<file path="src/source/id_cfg.svh">
// Sizes fixed for a 16-register 16-bit core; index width must stay log2 of the register count
`ifndef ID_CFG_SVH
`define ID_CFG_SVH

// Datapath word width
`define ID_DATA_W 16

// Register file geometry
`define ID_REG_N 16
`define ID_REG_AW 4 // Index width, log2 of ID_REG_N

// Special purpose registers
`define ID_SP_REG 15 // Stack pointer
`define ID_DS_REG 14 // Data segment, base for LW and SW

// Stack pointer value loaded while rst is high
`define ID_SP_RESET {`ID_DATA_W{1'b1}}

// Immediate fields taken from the IF/ID register
`define ID_AIMM_W 4  // Arithmetic immediate, Inst[3:0]
`define ID_LSIMM_W 8 // Load/save immediate, Inst[7:0]

`endif
</file>
<file path="src/source/id_pkg.sv">
// Opcode values are the ISA encoding of Inst[15:12]; alu_op 7 is reserved for the bubble
package id_pkg;

    // Instruction opcodes
    typedef enum logic [3:0] {
        ADD  = 4'd0,
        SUB  = 4'd1,
        AND  = 4'd2,
        OR   = 4'd3,
        SLL  = 4'd4,
        SRL  = 4'd5,
        ADDI = 4'd6,
        SUBI = 4'd7,
        LW   = 4'd8,  // Base is R14
        SW   = 4'd9,  // Base is R14
        LHB  = 4'd10, // Load high byte
        LLB  = 4'd11, // Load low byte
        B    = 4'd12, // Conditional branch
        CALL = 4'd13, // Uses R15
        RET  = 4'd14, // Uses R15
        HLT  = 4'd15
    } opcode_e;

    // ALU operation handed to EX
    typedef enum logic [2:0] {
        ALU_ADD  = 3'd0,
        ALU_SUB  = 3'd1,
        ALU_AND  = 3'd2,
        ALU_OR   = 3'd3,
        ALU_SLL  = 3'd4,
        ALU_SRL  = 3'd5,
        ALU_PASS = 3'd6, // Half-word loads
        ALU_NOP  = 3'd7  // Bubble value
    } alu_op_e;

endpackage

</file>
<file path="src/source/id_ctrl_if.sv">
// Decoded control bundle; all signals are combinational from the current opcode
`timescale 1ns/1ps

interface id_ctrl_if;

    // Pipeline controls
    logic              reg_write;
    logic              mem_write;
    logic              mem_read;
    logic              mem_to_reg;   // Write back from memory
    logic              alu_src;      // Immediate operand
    id_pkg::alu_op_e   alu_op;
    logic              branch;
    logic              call;
    logic              ret;
    logic              load_half;
    logic              half_spec;    // 0 LHB, 1 LLB

    // Decode stage internal selects
    logic              sign_ext_sel; // 1 picks the load/save immediate
    logic              rt_src;       // Source 2 from load_save_reg
    logic              data_reg;     // Source 1 forced to R14
    logic              stack_reg;    // Source 1 forced to R15

    // Operand usage for hazard checks
    logic              uses_rs;      // Effective source 1
    logic              uses_rt;      // Arithmetic rt field
    logic              uses_rd;      // Load/save register field read as source
    logic              halt;

    modport dec (
        output reg_write, mem_write, mem_read, mem_to_reg, alu_src, alu_op,
        output branch, call, ret, load_half, half_spec,
        output sign_ext_sel, rt_src, data_reg, stack_reg,
        output uses_rs, uses_rt, uses_rd, halt
    );

    modport stage (
        input reg_write, mem_write, mem_read, mem_to_reg, alu_src, alu_op,
        input branch, call, ret, load_half, half_spec,
        input sign_ext_sel, rt_src, data_reg, stack_reg,
        input uses_rs, uses_rt, uses_rd, halt
    );

    modport haz (
        input call, ret, uses_rs, uses_rt, uses_rd, data_reg
    );

endinterface

</file>
<file path="src/source/id_stage.sv">
// Outputs feed the ID/EX register directly; bubble zeroes payload but passes sign_ext_out and pc
`timescale 1ns/1ps

`include "id_cfg.svh"

module id_stage (
    input  logic                   clk,
    input  logic                   rst,
    input  logic                   pc_update,
    input  logic                   pc_hazard_in,      // Squash request from the PC updater

    // Write-back and register operands
    input  logic                   reg_write_in,
    input  logic [`ID_REG_AW-1:0]  reg_rs,            // Inst[7:4]
    input  logic [`ID_REG_AW-1:0]  reg_rt_arith,      // Inst[3:0]
    input  logic [`ID_REG_AW-1:0]  reg_rd_wb,
    input  logic [`ID_DATA_W-1:0]  reg_rd_data,

    // Instruction fields
    input  id_pkg::opcode_e        opcode,            // Inst[15:12]
    input  logic [2:0]             branch_cond_in,    // Inst[10:8]
    input  logic [`ID_AIMM_W-1:0]  arith_imm_in,
    input  logic [`ID_REG_AW-1:0]  load_save_reg_in,  // Inst[11:8]
    input  logic [`ID_LSIMM_W-1:0] load_save_imm_in,
    input  logic [11:0]            call_target_in,
    input  logic [`ID_DATA_W-1:0]  pc_in,

    // Destinations still in flight
    input  logic [`ID_REG_AW-1:0]  id_ex_rd,
    input  logic [`ID_REG_AW-1:0]  ex_mem_rd,
    input  logic [`ID_REG_AW-1:0]  mem_wb_rd,

    // Control to ID/EX
    output logic                   reg_write_out,
    output logic                   mem_write_out,
    output logic                   mem_read_out,
    output logic                   mem_to_reg,
    output logic                   alu_src,
    output id_pkg::alu_op_e        alu_op,
    output logic                   branch,
    output logic                   call,
    output logic                   ret,
    output logic                   load_half,
    output logic                   half_spec,
    output logic                   halt,

    // Operands and fields to ID/EX
    output logic [`ID_DATA_W-1:0]  read_data_1,
    output logic [`ID_DATA_W-1:0]  read_data_2,
    output logic [2:0]             branch_cond_out,
    output logic [`ID_AIMM_W-1:0]  arith_imm_out,
    output logic [`ID_REG_AW-1:0]  load_save_reg_out,
    output logic [`ID_LSIMM_W-1:0] load_save_imm_out,
    output logic [11:0]            call_target_out,
    output logic [`ID_DATA_W-1:0]  pc_out,
    output logic [`ID_DATA_W-1:0]  sign_ext_out,

    output logic                   data_hazard,
    output logic                   pc_hazard_out
);

    logic [`ID_REG_AW-1:0] src1;      // Effective read indices
    logic [`ID_REG_AW-1:0] src2;
    logic [`ID_DATA_W-1:0] rf_rdata1;
    logic [`ID_DATA_W-1:0] rf_rdata2;
    logic                  rf_we;
    logic [`ID_REG_AW-1:0] rf_waddr;
    logic [`ID_DATA_W-1:0] rf_wdata;
    logic                  bubble;

    id_ctrl_if ctrl_bus ();

    control_decoder i_control_decoder (
        .opcode (opcode),
        .ctrl   (ctrl_bus.dec)
    );

    // Source 1 forcing, data segment before stack pointer
    always_comb begin
        if (ctrl_bus.data_reg) begin
            src1 = `ID_REG_AW'(`ID_DS_REG);
        end else if (ctrl_bus.stack_reg) begin
            src1 = `ID_REG_AW'(`ID_SP_REG);
        end else begin
            src1 = reg_rs;
        end
    end

    assign src2 = ctrl_bus.rt_src ? load_save_reg_in : reg_rt_arith; // SW and half loads

    // Reset owns the write port to seed the stack pointer
    assign rf_we    = rst ? 1'b1 : reg_write_in;
    assign rf_waddr = rst ? `ID_REG_AW'(`ID_SP_REG) : reg_rd_wb;
    assign rf_wdata = rst ? `ID_SP_RESET : reg_rd_data;

    reg_file i_reg_file (
        .clk    (clk),
        .we     (rf_we),
        .waddr  (rf_waddr),
        .wdata  (rf_wdata),
        .raddr1 (src1),
        .raddr2 (src2),
        .rdata1 (rf_rdata1),
        .rdata2 (rf_rdata2)
    );

    assign bubble = data_hazard || pc_hazard_in;

    hazard_unit i_hazard_unit (
        .clk         (clk),
        .rst         (rst),
        .pc_update   (pc_update),
        .bubble      (bubble),
        .src1        (src1),
        .src2        (src2),
        .ld_sv_reg   (load_save_reg_in),
        .id_ex_rd    (id_ex_rd),
        .ex_mem_rd   (ex_mem_rd),
        .mem_wb_rd   (mem_wb_rd),
        .ctrl        (ctrl_bus.haz),
        .data_hazard (data_hazard),
        .pc_hazard   (pc_hazard_out)
    );

    // Sign extension
    always_comb begin
        if (ctrl_bus.sign_ext_sel) begin
            sign_ext_out = {{(`ID_DATA_W - `ID_LSIMM_W){load_save_imm_in[`ID_LSIMM_W-1]}},
                            load_save_imm_in};
        end else begin
            sign_ext_out = {{(`ID_DATA_W - `ID_AIMM_W){arith_imm_in[`ID_AIMM_W-1]}},
                            arith_imm_in};
        end
    end

    assign pc_out = pc_in; // Never squashed

    // Bubble mux
    always_comb begin
        if (bubble) begin
            reg_write_out     = 1'b0;
            mem_write_out     = 1'b0;
            mem_read_out      = 1'b0;
            mem_to_reg        = 1'b0;
            alu_src           = 1'b0;
            alu_op            = id_pkg::ALU_NOP;
            branch            = 1'b0;
            call              = 1'b0;
            ret               = 1'b0;
            load_half         = 1'b0;
            half_spec         = 1'b0;
            halt              = 1'b0;
            read_data_1       = '0;
            read_data_2       = '0;
            branch_cond_out   = '0;
            arith_imm_out     = '0;
            load_save_reg_out = '0; // Also clears the destination
            load_save_imm_out = '0;
            call_target_out   = '0;
        end else begin
            reg_write_out     = ctrl_bus.reg_write;
            mem_write_out     = ctrl_bus.mem_write;
            mem_read_out      = ctrl_bus.mem_read;
            mem_to_reg        = ctrl_bus.mem_to_reg;
            alu_src           = ctrl_bus.alu_src;
            alu_op            = ctrl_bus.alu_op;
            branch            = ctrl_bus.branch;
            call              = ctrl_bus.call;
            ret               = ctrl_bus.ret;
            load_half         = ctrl_bus.load_half;
            half_spec         = ctrl_bus.half_spec;
            halt              = ctrl_bus.halt;
            read_data_1       = rf_rdata1;
            read_data_2       = rf_rdata2;
            branch_cond_out   = branch_cond_in;
            arith_imm_out     = arith_imm_in;
            load_save_reg_out = load_save_reg_in;
            load_save_imm_out = load_save_imm_in;
            call_target_out   = call_target_in;
        end
    end

    // No memory access may leak past a squash
    a_bubble_no_mem: assert property (@(posedge clk)
        bubble |-> (!mem_write_out && !mem_read_out));

endmodule

</file>
<file path="src/source/hazard_unit.sv">
// Destination 0 means no write in flight; pc_hazard lags the call/ret decode by one cycle
`timescale 1ns/1ps

`include "id_cfg.svh"

module hazard_unit (
    input  logic                  clk,
    input  logic                  rst,
    input  logic                  pc_update,   // One-cycle pulse from the PC updater
    input  logic                  bubble,      // Current instruction is being squashed
    input  logic [`ID_REG_AW-1:0] src1,        // Effective index after R14/R15 forcing
    input  logic [`ID_REG_AW-1:0] src2,
    input  logic [`ID_REG_AW-1:0] ld_sv_reg,
    input  logic [`ID_REG_AW-1:0] id_ex_rd,
    input  logic [`ID_REG_AW-1:0] ex_mem_rd,
    input  logic [`ID_REG_AW-1:0] mem_wb_rd,
    id_ctrl_if.haz                ctrl,
    output logic                  data_hazard,
    output logic                  pc_hazard
);

    // Nonzero index still owed by EX, MEM or WB
    function automatic logic in_flight(input logic [`ID_REG_AW-1:0] idx);
        return (idx != '0) && ((idx == id_ex_rd) || (idx == ex_mem_rd) || (idx == mem_wb_rd));
    endfunction

    // WB included since the register file has no bypass
    always_comb begin
        data_hazard = (ctrl.uses_rs && in_flight(src1)) ||
                      (ctrl.uses_rt && in_flight(src2)) ||
                      (ctrl.uses_rd && in_flight(ld_sv_reg));
    end

    // Control-flow hazard held until the PC has been redirected
    always_ff @(posedge clk) begin
        if (rst) begin
            pc_hazard <= 1'b0;
        end else if (pc_update) begin
            pc_hazard <= 1'b0; // Wins over a new call/ret
        end else if ((ctrl.call || ctrl.ret) && !bubble) begin
            pc_hazard <= 1'b1;
        end
    end

    a_pc_hazard_reset: assert property (@(posedge clk) rst |=> !pc_hazard);

    a_pc_hazard_clear: assert property (@(posedge clk) pc_update |=> !pc_hazard);

    // Stage index select has to agree with the decoder
    a_ds_base: assert property (@(posedge clk) disable iff (rst)
        ctrl.data_reg |-> (src1 == `ID_REG_AW'(`ID_DS_REG)));

endmodule

</file>
<file path="src/source/control_decoder.sv">
// Purely combinational; every opcode value is decoded, no illegal encodings exist
`timescale 1ns/1ps

module control_decoder (
    input  id_pkg::opcode_e opcode,
    id_ctrl_if.dec          ctrl
);

    always_comb begin
        // Everything idle unless the opcode says otherwise
        ctrl.reg_write    = 1'b0;
        ctrl.mem_write    = 1'b0;
        ctrl.mem_read     = 1'b0;
        ctrl.mem_to_reg   = 1'b0;
        ctrl.alu_src      = 1'b0;
        ctrl.alu_op       = id_pkg::ALU_ADD;
        ctrl.branch       = 1'b0;
        ctrl.call         = 1'b0;
        ctrl.ret          = 1'b0;
        ctrl.load_half    = 1'b0;
        ctrl.half_spec    = 1'b0;
        ctrl.sign_ext_sel = 1'b0;
        ctrl.rt_src       = 1'b0;
        ctrl.data_reg     = 1'b0;
        ctrl.stack_reg    = 1'b0;
        ctrl.uses_rs      = 1'b0;
        ctrl.uses_rt      = 1'b0;
        ctrl.uses_rd      = 1'b0;
        ctrl.halt         = 1'b0;

        case (opcode)
            id_pkg::ADD, id_pkg::SUB, id_pkg::AND,
            id_pkg::OR, id_pkg::SLL, id_pkg::SRL: begin
                ctrl.reg_write = 1'b1;
                ctrl.uses_rs   = 1'b1;
                ctrl.uses_rt   = 1'b1;
                // Low three opcode bits line up with the ALU encoding
                ctrl.alu_op    = id_pkg::alu_op_e'(opcode[2:0]);
            end
            id_pkg::ADDI, id_pkg::SUBI: begin
                ctrl.reg_write = 1'b1;
                ctrl.alu_src   = 1'b1; // Arithmetic immediate keeps sign_ext_sel at 0
                ctrl.uses_rs   = 1'b1;
                ctrl.alu_op    = (opcode == id_pkg::ADDI) ? id_pkg::ALU_ADD : id_pkg::ALU_SUB;
            end
            id_pkg::LW: begin
                ctrl.data_reg     = 1'b1; // R14 + imm
                ctrl.mem_read     = 1'b1;
                ctrl.mem_to_reg   = 1'b1;
                ctrl.reg_write    = 1'b1;
                ctrl.alu_src      = 1'b1;
                ctrl.sign_ext_sel = 1'b1;
            end
            id_pkg::SW: begin
                ctrl.data_reg     = 1'b1;
                ctrl.rt_src       = 1'b1; // Store data from load_save_reg
                ctrl.mem_write    = 1'b1;
                ctrl.alu_src      = 1'b1;
                ctrl.sign_ext_sel = 1'b1;
                ctrl.uses_rs      = 1'b1;
                ctrl.uses_rd      = 1'b1;
            end
            id_pkg::LHB, id_pkg::LLB: begin
                ctrl.load_half    = 1'b1;
                ctrl.reg_write    = 1'b1;
                ctrl.alu_op       = id_pkg::ALU_PASS;
                ctrl.sign_ext_sel = 1'b1;
                ctrl.half_spec    = (opcode == id_pkg::LLB);
                ctrl.rt_src       = 1'b1; // Old destination keeps the other byte
                ctrl.uses_rd      = 1'b1;
            end
            id_pkg::B: begin
                ctrl.branch = 1'b1; // Reads no register
            end
            id_pkg::CALL: begin
                ctrl.stack_reg = 1'b1;
                ctrl.call      = 1'b1;
                ctrl.uses_rs   = 1'b1;
            end
            id_pkg::RET: begin
                ctrl.stack_reg = 1'b1;
                ctrl.ret       = 1'b1;
                ctrl.uses_rs   = 1'b1;
            end
            id_pkg::HLT: begin
                ctrl.halt = 1'b1;
            end
        endcase
    end

    // Halt must not retire a write
    a_halt_no_write: assert final (!(ctrl.halt && (ctrl.reg_write || ctrl.mem_write)));

endmodule

</file>
<file path="src/source/reg_file.sv">
// No write-to-read bypass: a same-cycle read returns the old value; R0 is hardwired to zero
`timescale 1ns/1ps

`include "id_cfg.svh"

module reg_file (
    input  logic                  clk,
    input  logic                  we,
    input  logic [`ID_REG_AW-1:0] waddr,
    input  logic [`ID_DATA_W-1:0] wdata,
    input  logic [`ID_REG_AW-1:0] raddr1,
    input  logic [`ID_REG_AW-1:0] raddr2,
    output logic [`ID_DATA_W-1:0] rdata1,
    output logic [`ID_DATA_W-1:0] rdata2
);

    // R1..R15 only, R0 has no storage
    logic [`ID_DATA_W-1:0] regs [1:`ID_REG_N-1];

    // Single write port
    always_ff @(posedge clk) begin
        if (we && (waddr != '0)) begin // Writes to R0 dropped
            regs[waddr] <= wdata;
        end
    end

    // Asynchronous reads
    always_comb begin
        if (raddr1 == '0) begin
            rdata1 = '0;
        end else begin
            rdata1 = regs[raddr1];
        end

        if (raddr2 == '0) begin
            rdata2 = '0;
        end else begin
            rdata2 = regs[raddr2];
        end
    end

    // Zero register on both ports
    a_r0_reads_zero: assert property (
        @(posedge clk)
        ((raddr1 == '0) |-> (rdata1 == '0)) and ((raddr2 == '0) |-> (rdata2 == '0))
    );

endmodule

</file>
<file path="config.mk">
export PLATFORM = sky130hd
export DESIGN_NAME = id_stage
export DESIGN_NICKNAME = d
export VERILOG_FILES = /design/src/source/id_pkg.sv /design/src/source/id_ctrl_if.sv /design/src/source/id_stage.sv /design/src/source/hazard_unit.sv /design/src/source/control_decoder.sv /design/src/source/reg_file.sv
export VERILOG_INCLUDE_DIRS = /design/src /design/src/source
export SDC_FILE = /design/constraint.sdc
export NUM_CORES = 1
export LEC_CHECK = 0
export ABC_AREA = 1
export BUFFER_PORTS_ARGS = -buffer_cell sky130_fd_sc_hd__buf_4
export CAP_MARGIN = 20
export CORE_ASPECT_RATIO = 1.1
export CORE_MARGIN = 5
export CORE_UTILIZATION = 35
export DETAILED_ROUTE_END_ITERATION = 8
export HOLD_SLACK_MARGIN = 0.12
export PLACE_DENSITY = 0.53
export SETUP_SLACK_MARGIN = 0.1
export SLEW_MARGIN = 20
export SYNTH_ARGS = -nofsm -noshare
export SYNTH_HDL_FRONTEND = slang
export SYNTH_SLANG_ARGS = --single-unit
</file>
<file path="constraint.sdc">
create_clock -name clk -period 2.4 [get_ports clk]
set_clock_uncertainty 0.15 [all_clocks]
set_input_delay 0.24 -clock clk [delete_from_list [all_inputs] [get_ports clk]]
set_output_delay 0.24 -clock clk [all_outputs]
set_load 0.005 [all_outputs]
</file>
# == After elaboration in Yosys (flattened, before gate mapping) ==
# Memory sizes are Yosys's and may differ from the RTL's.
# Index checks and enable logic that the tools add are counted.
# op_classes
shifts,0
n_reduce_logical,37
muxes,47
bitwise,0
n_eq_ne,24
n_addsub,0
n_div,0
magnitude_cmp,0
multipliers,0
# op_table
op,n
2-to-1 mux 16 bit,6
equality test 4 bit,9
"equality test 4 bit, second input constant",8
2-to-1 mux 1 bit,30
2-to-1 mux 4 bit,6
OR reduction 11 bit,2
"equality test 4 x 3 -> 1 bit, second input constant",4
nonzero test 4 bit,4
zero test 4 bit,3
2-to-1 mux 12 bit,1
logical OR 1 bit,10
OR reduction 2 bit,5
one-hot mux 3 bit (3 select lines),1
"equality test 4 x 2 -> 1 bit, second input constant",2
logical AND 1 bit,8
2-to-1 mux 8 bit,1
OR reduction 4 bit,2
2-to-1 mux 3 bit,2
OR reduction 6 bit,1
"equality test 4 x 1 -> 1 bit, second input constant",1
OR reduction 3 bit,1
zero test 1 bit,1
# word_totals
input_bits,96
wordCells,110
romBits,0
regBits,1
mem_count,1
latch_bits,0
ramBits,240
output_inout_bits,111
# mem_list
name,depth,width,rd,rd_ports_with_merged_regs,write_ports,line,text
i_reg_file.regs,15,16,2,0,1,reg_file.sv:18,logic [`ID_DATA_W-1:0] regs [1:`ID_REG_N-1];

# == Longest topological paths before layout ==
# logic_depth
depth_word,15
ltp_mapped,16

# == Modules after synthesis ==
# A second synthesis with hierarchy kept.
# hier_totals
hier_cells,2000
hier_area_um2,15280.9
# by_module_without_submodules
module,seq_area_each_um2,instances,cells_each,area_each_um2
reg_file,7206.9,1,1529,12792.3
id_stage,0.0,1,257,1591.5
hazard_unit,20.0,1,171,708.2
control_decoder,0.0,1,43,188.9

# == Least setup slack after synthesis ==
# OpenSTA, ideal clock, no wires.
# synth_path
kind,input port to output port
from,input port opcode[0]
to,output port mem_to_reg
slack_ns,0.023
t_arrival_ns,1.987
path_stages,16
required_ns,2.010
path_cell_list,inv_1 nand2_2 nand2_2 nand2_1 nand2_1 buf_2 nand2_1 nand2_1 nor2_1 nand2_1 nand3_1 a21oi_2 nand3_2 buf_2 nor3_1 buf_4
# synth_between
elab_chain_len,14
word_cells_on_any_way,49
# synth_rtl
element,line,text
"start, declared",id_stage.sv:20,"input id_pkg::opcode_e opcode,"
equality test 4 bit,control_decoder.sv:31,case (opcode)
OR reduction 2 bit (no line),n/a,
2-to-1 mux 1 bit,control_decoder.sv:31,
2-to-1 mux 4 bit,id_stage.sv:82,end else if (ctrl_bus.stack_reg) begin
2-to-1 mux 4 bit,id_stage.sv:80,if (ctrl_bus.data_reg) begin
equality test 4 bit,hazard_unit.sv:24,return (idx != '0) && ((idx == id_ex_rd) || (idx == ex_mem_rd) || (idx == mem_wb_rd));
logical OR 1 bit (2 in a row),hazard_unit.sv:24,
logical AND 1 bit,hazard_unit.sv:24,
logical AND 1 bit,hazard_unit.sv:29,data_hazard = (ctrl.uses_rs && in_flight(src1)) ||
logical OR 1 bit,hazard_unit.sv:29,
logical OR 1 bit,hazard_unit.sv:30,(ctrl.uses_rt && in_flight(src2)) ||
logical OR 1 bit,id_stage.sv:107,assign bubble = data_hazard || pc_hazard_in;
2-to-1 mux 1 bit (*),n/a,
"end, declared",id_stage.sv:37,"output logic mem_to_reg,"
# Mark *: on every way between the ends. The rest lies on a longest branch, timed or not.

# == Worst setup path in the final report ==
# layout_path
from,input port opcode[2]
to,output port read_data_1[3]
# layout_between
elab_chain_len,14
word_cells_on_any_way,51
# layout_rtl
element,line,text
equality test 4 bit,control_decoder.sv:31,
OR reduction 2 bit (no line),n/a,
2-to-1 mux 1 bit,control_decoder.sv:31,
2-to-1 mux 4 bit,id_stage.sv:82,
2-to-1 mux 4 bit,id_stage.sv:80,
equality test 4 bit,hazard_unit.sv:24,
logical OR 1 bit (2 in a row),hazard_unit.sv:24,
logical AND 1 bit,hazard_unit.sv:24,
logical AND 1 bit,hazard_unit.sv:29,
logical OR 1 bit,hazard_unit.sv:29,
logical OR 1 bit,hazard_unit.sv:30,
logical OR 1 bit,id_stage.sv:107,
2-to-1 mux 16 bit (*),id_stage.sv:140,if (bubble) begin
"end, declared",id_stage.sv:48,"output logic [`ID_DATA_W-1:0] read_data_1,"
# Marks and branches as above.

==> impl_metrics.ini <==
[sta]
setup_violations = 77
holdWs_ns = 0.262
finalWorstSetupSlack_ns = -0.209
tightest_slew_ns = 0.574
relSlewSlack_pct = 61.5
tns_ns = -11.26
period_minus_slack_ns = 2.61
finalCritPeriodShare_pct = 109
rsz0062_at_grt = true
max_freq_mhz = 383
hold_viol_final = 0
slew_viol_final = 0

[route]
detail_route.first_pass.iterations = 8
totalWireLength_mm = 53.1
via_per_inst = 5.50
drc_errors = 0
drt_iter0_drc = 1103
routedWlPerCell_um = 22.0
ant_nets = 0
num_vias = 13300

[cts]
cts_sinks = 241
cts_max_path_buffers = 3
cts.htree.levels = 1
tritoncts = yes
clk_pin_slew_worst_paths_ns = 0.06
cts-root-buf = clkbuf_16
cts_made_buffers = 26
clock_latency_ns = 0.52

[critical_path]
crit_arrival_ns = 2.22
worstSetupStartpointType = input port
path_max_fanout = 26
timing.rr.end = i_hazard_unit.pc_hazard
reg2reg_slack_ns = 1.16
r2r_cells = 3
crit_path_end_kind = primary output
cp.required_ns = 2.01
crit_path_end = read_data_1[3]
crit_type = input port to primary output
cp-startpoint = opcode[2]
r2r_start = i_hazard_unit.pc_hazard

[cells_and_area]
layout_common_cells = 282 x nand2_1, 276 x buf_4, 240 x edfxtp_1, 183 x inv_1, 110 x o21ai_0
multiInputGateArea_um2 = 5680
nNetsFinal = 1981
fillCellCount = 3590
drive_gt1_share_pct = 29.9
fin_util_pct = 49.6
final_common_cell = nand2_1
antennaDiodeCount = 0
syn2layout_area_growth_pct = 41.1
fin_area_um2 = 19300
seqCellArea_um2 = 7230

[die]
io_pins = 207
die_w_um = 198
fp-row-count = 76
die_area_um2 = 43100
start_util_pct = 35.1
core_um2 = 38900
die_y_um = 217

[placement]
dpl.hpwl_mm = 34.1
placed_cell_area_um2 = 16600
portBuffers = 174
gp_congestion = 0.929

[synthesis]
ys_seq_area_share_pct = 52.9
syn-num-nets = 1692
yosysWarnings = 0
syn_inst = 1596
ys_types = 29
ys_ff_latch = 241
syn_avg_cell_area_um2 = 8.57
syn_area_um2 = 13700

[grt]
gr-usage-met1_pct = 32.1
met3_usage_pct = 3.05
grt_max_degree = 37
use_met2_pct = 39.6
grt.busiest_layer = met2
grt_first_pass_wirelength_mm = 77.8
grt_pass1_vias = 12600
antenna_found_initial = 0
grtUsageTotal_pct = 23.7
grt-ovfl-total = 0

[run]
cap_violations = 0

[power]
powerDensity_nw_per_um2 = 621
p_leak_nw = 8.02
peakVddDrop_mv = 0.578
p_total_mw = 12.0

[run_status]
violations = negative setup slack
outcome = finished, violations left

[hold_path]
holdCritPathClass = input port to flop
critical path, stage by stage:
cell	delay [ns]
buf_12	0.11
nor2_8	0.18
buf_4	0.14
buf_4	0.09
nand3_2	0.11
nand2_2	0.11
buf_4	0.15
nor2_4	0.05
a31oi_1	0.19
a21oi_2	0.12
nand3_4	0.14
buf_8	0.25
nor2_2	0.08
buf_4	0.13
buf_4	0.12
synth_stat cells:
cell	n	area share, %
nand3_1	116	4.2
a21oi_1	112	4.1
nand3_2	1	0.073
clkinv_1	4	0.11
nand2_2	6	0.27
dfxtp_1	1	0.15
nor3_1	4	0.15
or2_2	17	0.78
clkbuf_1	73	2.0
edfxtp_1	240	53
xnor2_1	12	0.77
buf_2	20	0.73
buf_1	12	0.33
a31oi_1	2	0.092
nor2_8	1	0.15
buf_6	1	0.082
o21ai_1	5	0.18
a211oi_1	17	0.93
a21oi_2	1	0.064
o21ai_0	177	6.5
nor2_4	1	0.082
nor2_1	121	3.3
o221ai_1	16	1.0
inv_1	187	5.1
nand2_1	305	8.4
o211ai_1	98	5.4
inv_2	4	0.11
buf_4	26	1.4
nand4_1	16	0.73
state kept, by name (all words and copies together) (netlist names):
register	cells
i_reg_file.regs	240
i_hazard_unit.pc_hazard	1
worst min-delay path by stage:
| stage | start | end | cells after the start |
|---|---|---|---|
| after floorplan | pc_update | i_hazard_unit.pc_hazard | 2 |
| final | reg_rd_wb[1] | i_reg_file.regs[12][9] | 5 |
| after detailed placement | i_hazard_unit.pc_hazard | i_hazard_unit.pc_hazard | 2 |
| after global routing | reg_rd_wb[0] | i_reg_file.regs[12][13] | 5 |
| after global placement | i_hazard_unit.pc_hazard | i_hazard_unit.pc_hazard | 2 |
| after CTS | reg_rd_wb[1] | i_reg_file.regs[12][9] | 5 |
power breakdown:
group	internal [mW]	switching, mW
sequential	4.73	0.0313
combinational	1.31	1.67
clock	2.58	1.65
total	8.62	3.35
routing by layer:
| metal | part of all wire [%] | up-vias |
|---|---|---|
| met2 | 47 | 702 |
| met3 | 9.2 | 100 |
| met5 | 0 | - |
| met4 | 3.5 | 0 |
| met1 | 41 | 6368 |
| li1 | - | 6084 |
kinds of logic (layout without fill, tap and decap cells):
kind of cell / count (synthesis) / after routing / synth area share (%)
AOI/OAI and AO/OA: 428 / 428 / 18.3
buffers and inverters: 327 / 636 / 9.93
DFF: 241 / 241 / 52.9
and+or+nand+nor: 588 / 588 / 18.2
xor gates and xnor gates: 12 / 12 / 0.769
stage by stage:
stage | std cells | worst slack [ns]
2_1_floorplan | 1596 | 0.115
3_3_place_gp | 2298 | -0.531
3_5_place_dp | 2298 | -0.598
4_1_cts | 2407 | -0.173
5_1_grt | 2412 | -0.322
6_report | 2412 | -0.209
timing repair:
item	4_1_cts	5_1_grt
gates resized for setup	215	76
pin swaps	63	32
endpoints found under the hold margin	241	0
setup buffers	29	4
setup endpoints to repair	77	87
hold buffers	19	0
cloned	16	1
layout make-up:
type                    count  area share [%]
inverters                 195            4.00
repair buffers            393            21.2
clock buffers              30            3.56
well taps                 507            3.29
clock inverters            18            1.08
multi-input cells        1028            29.4
flip-flops and latches    241            37.5
Power figures use the tool's default switching activity.
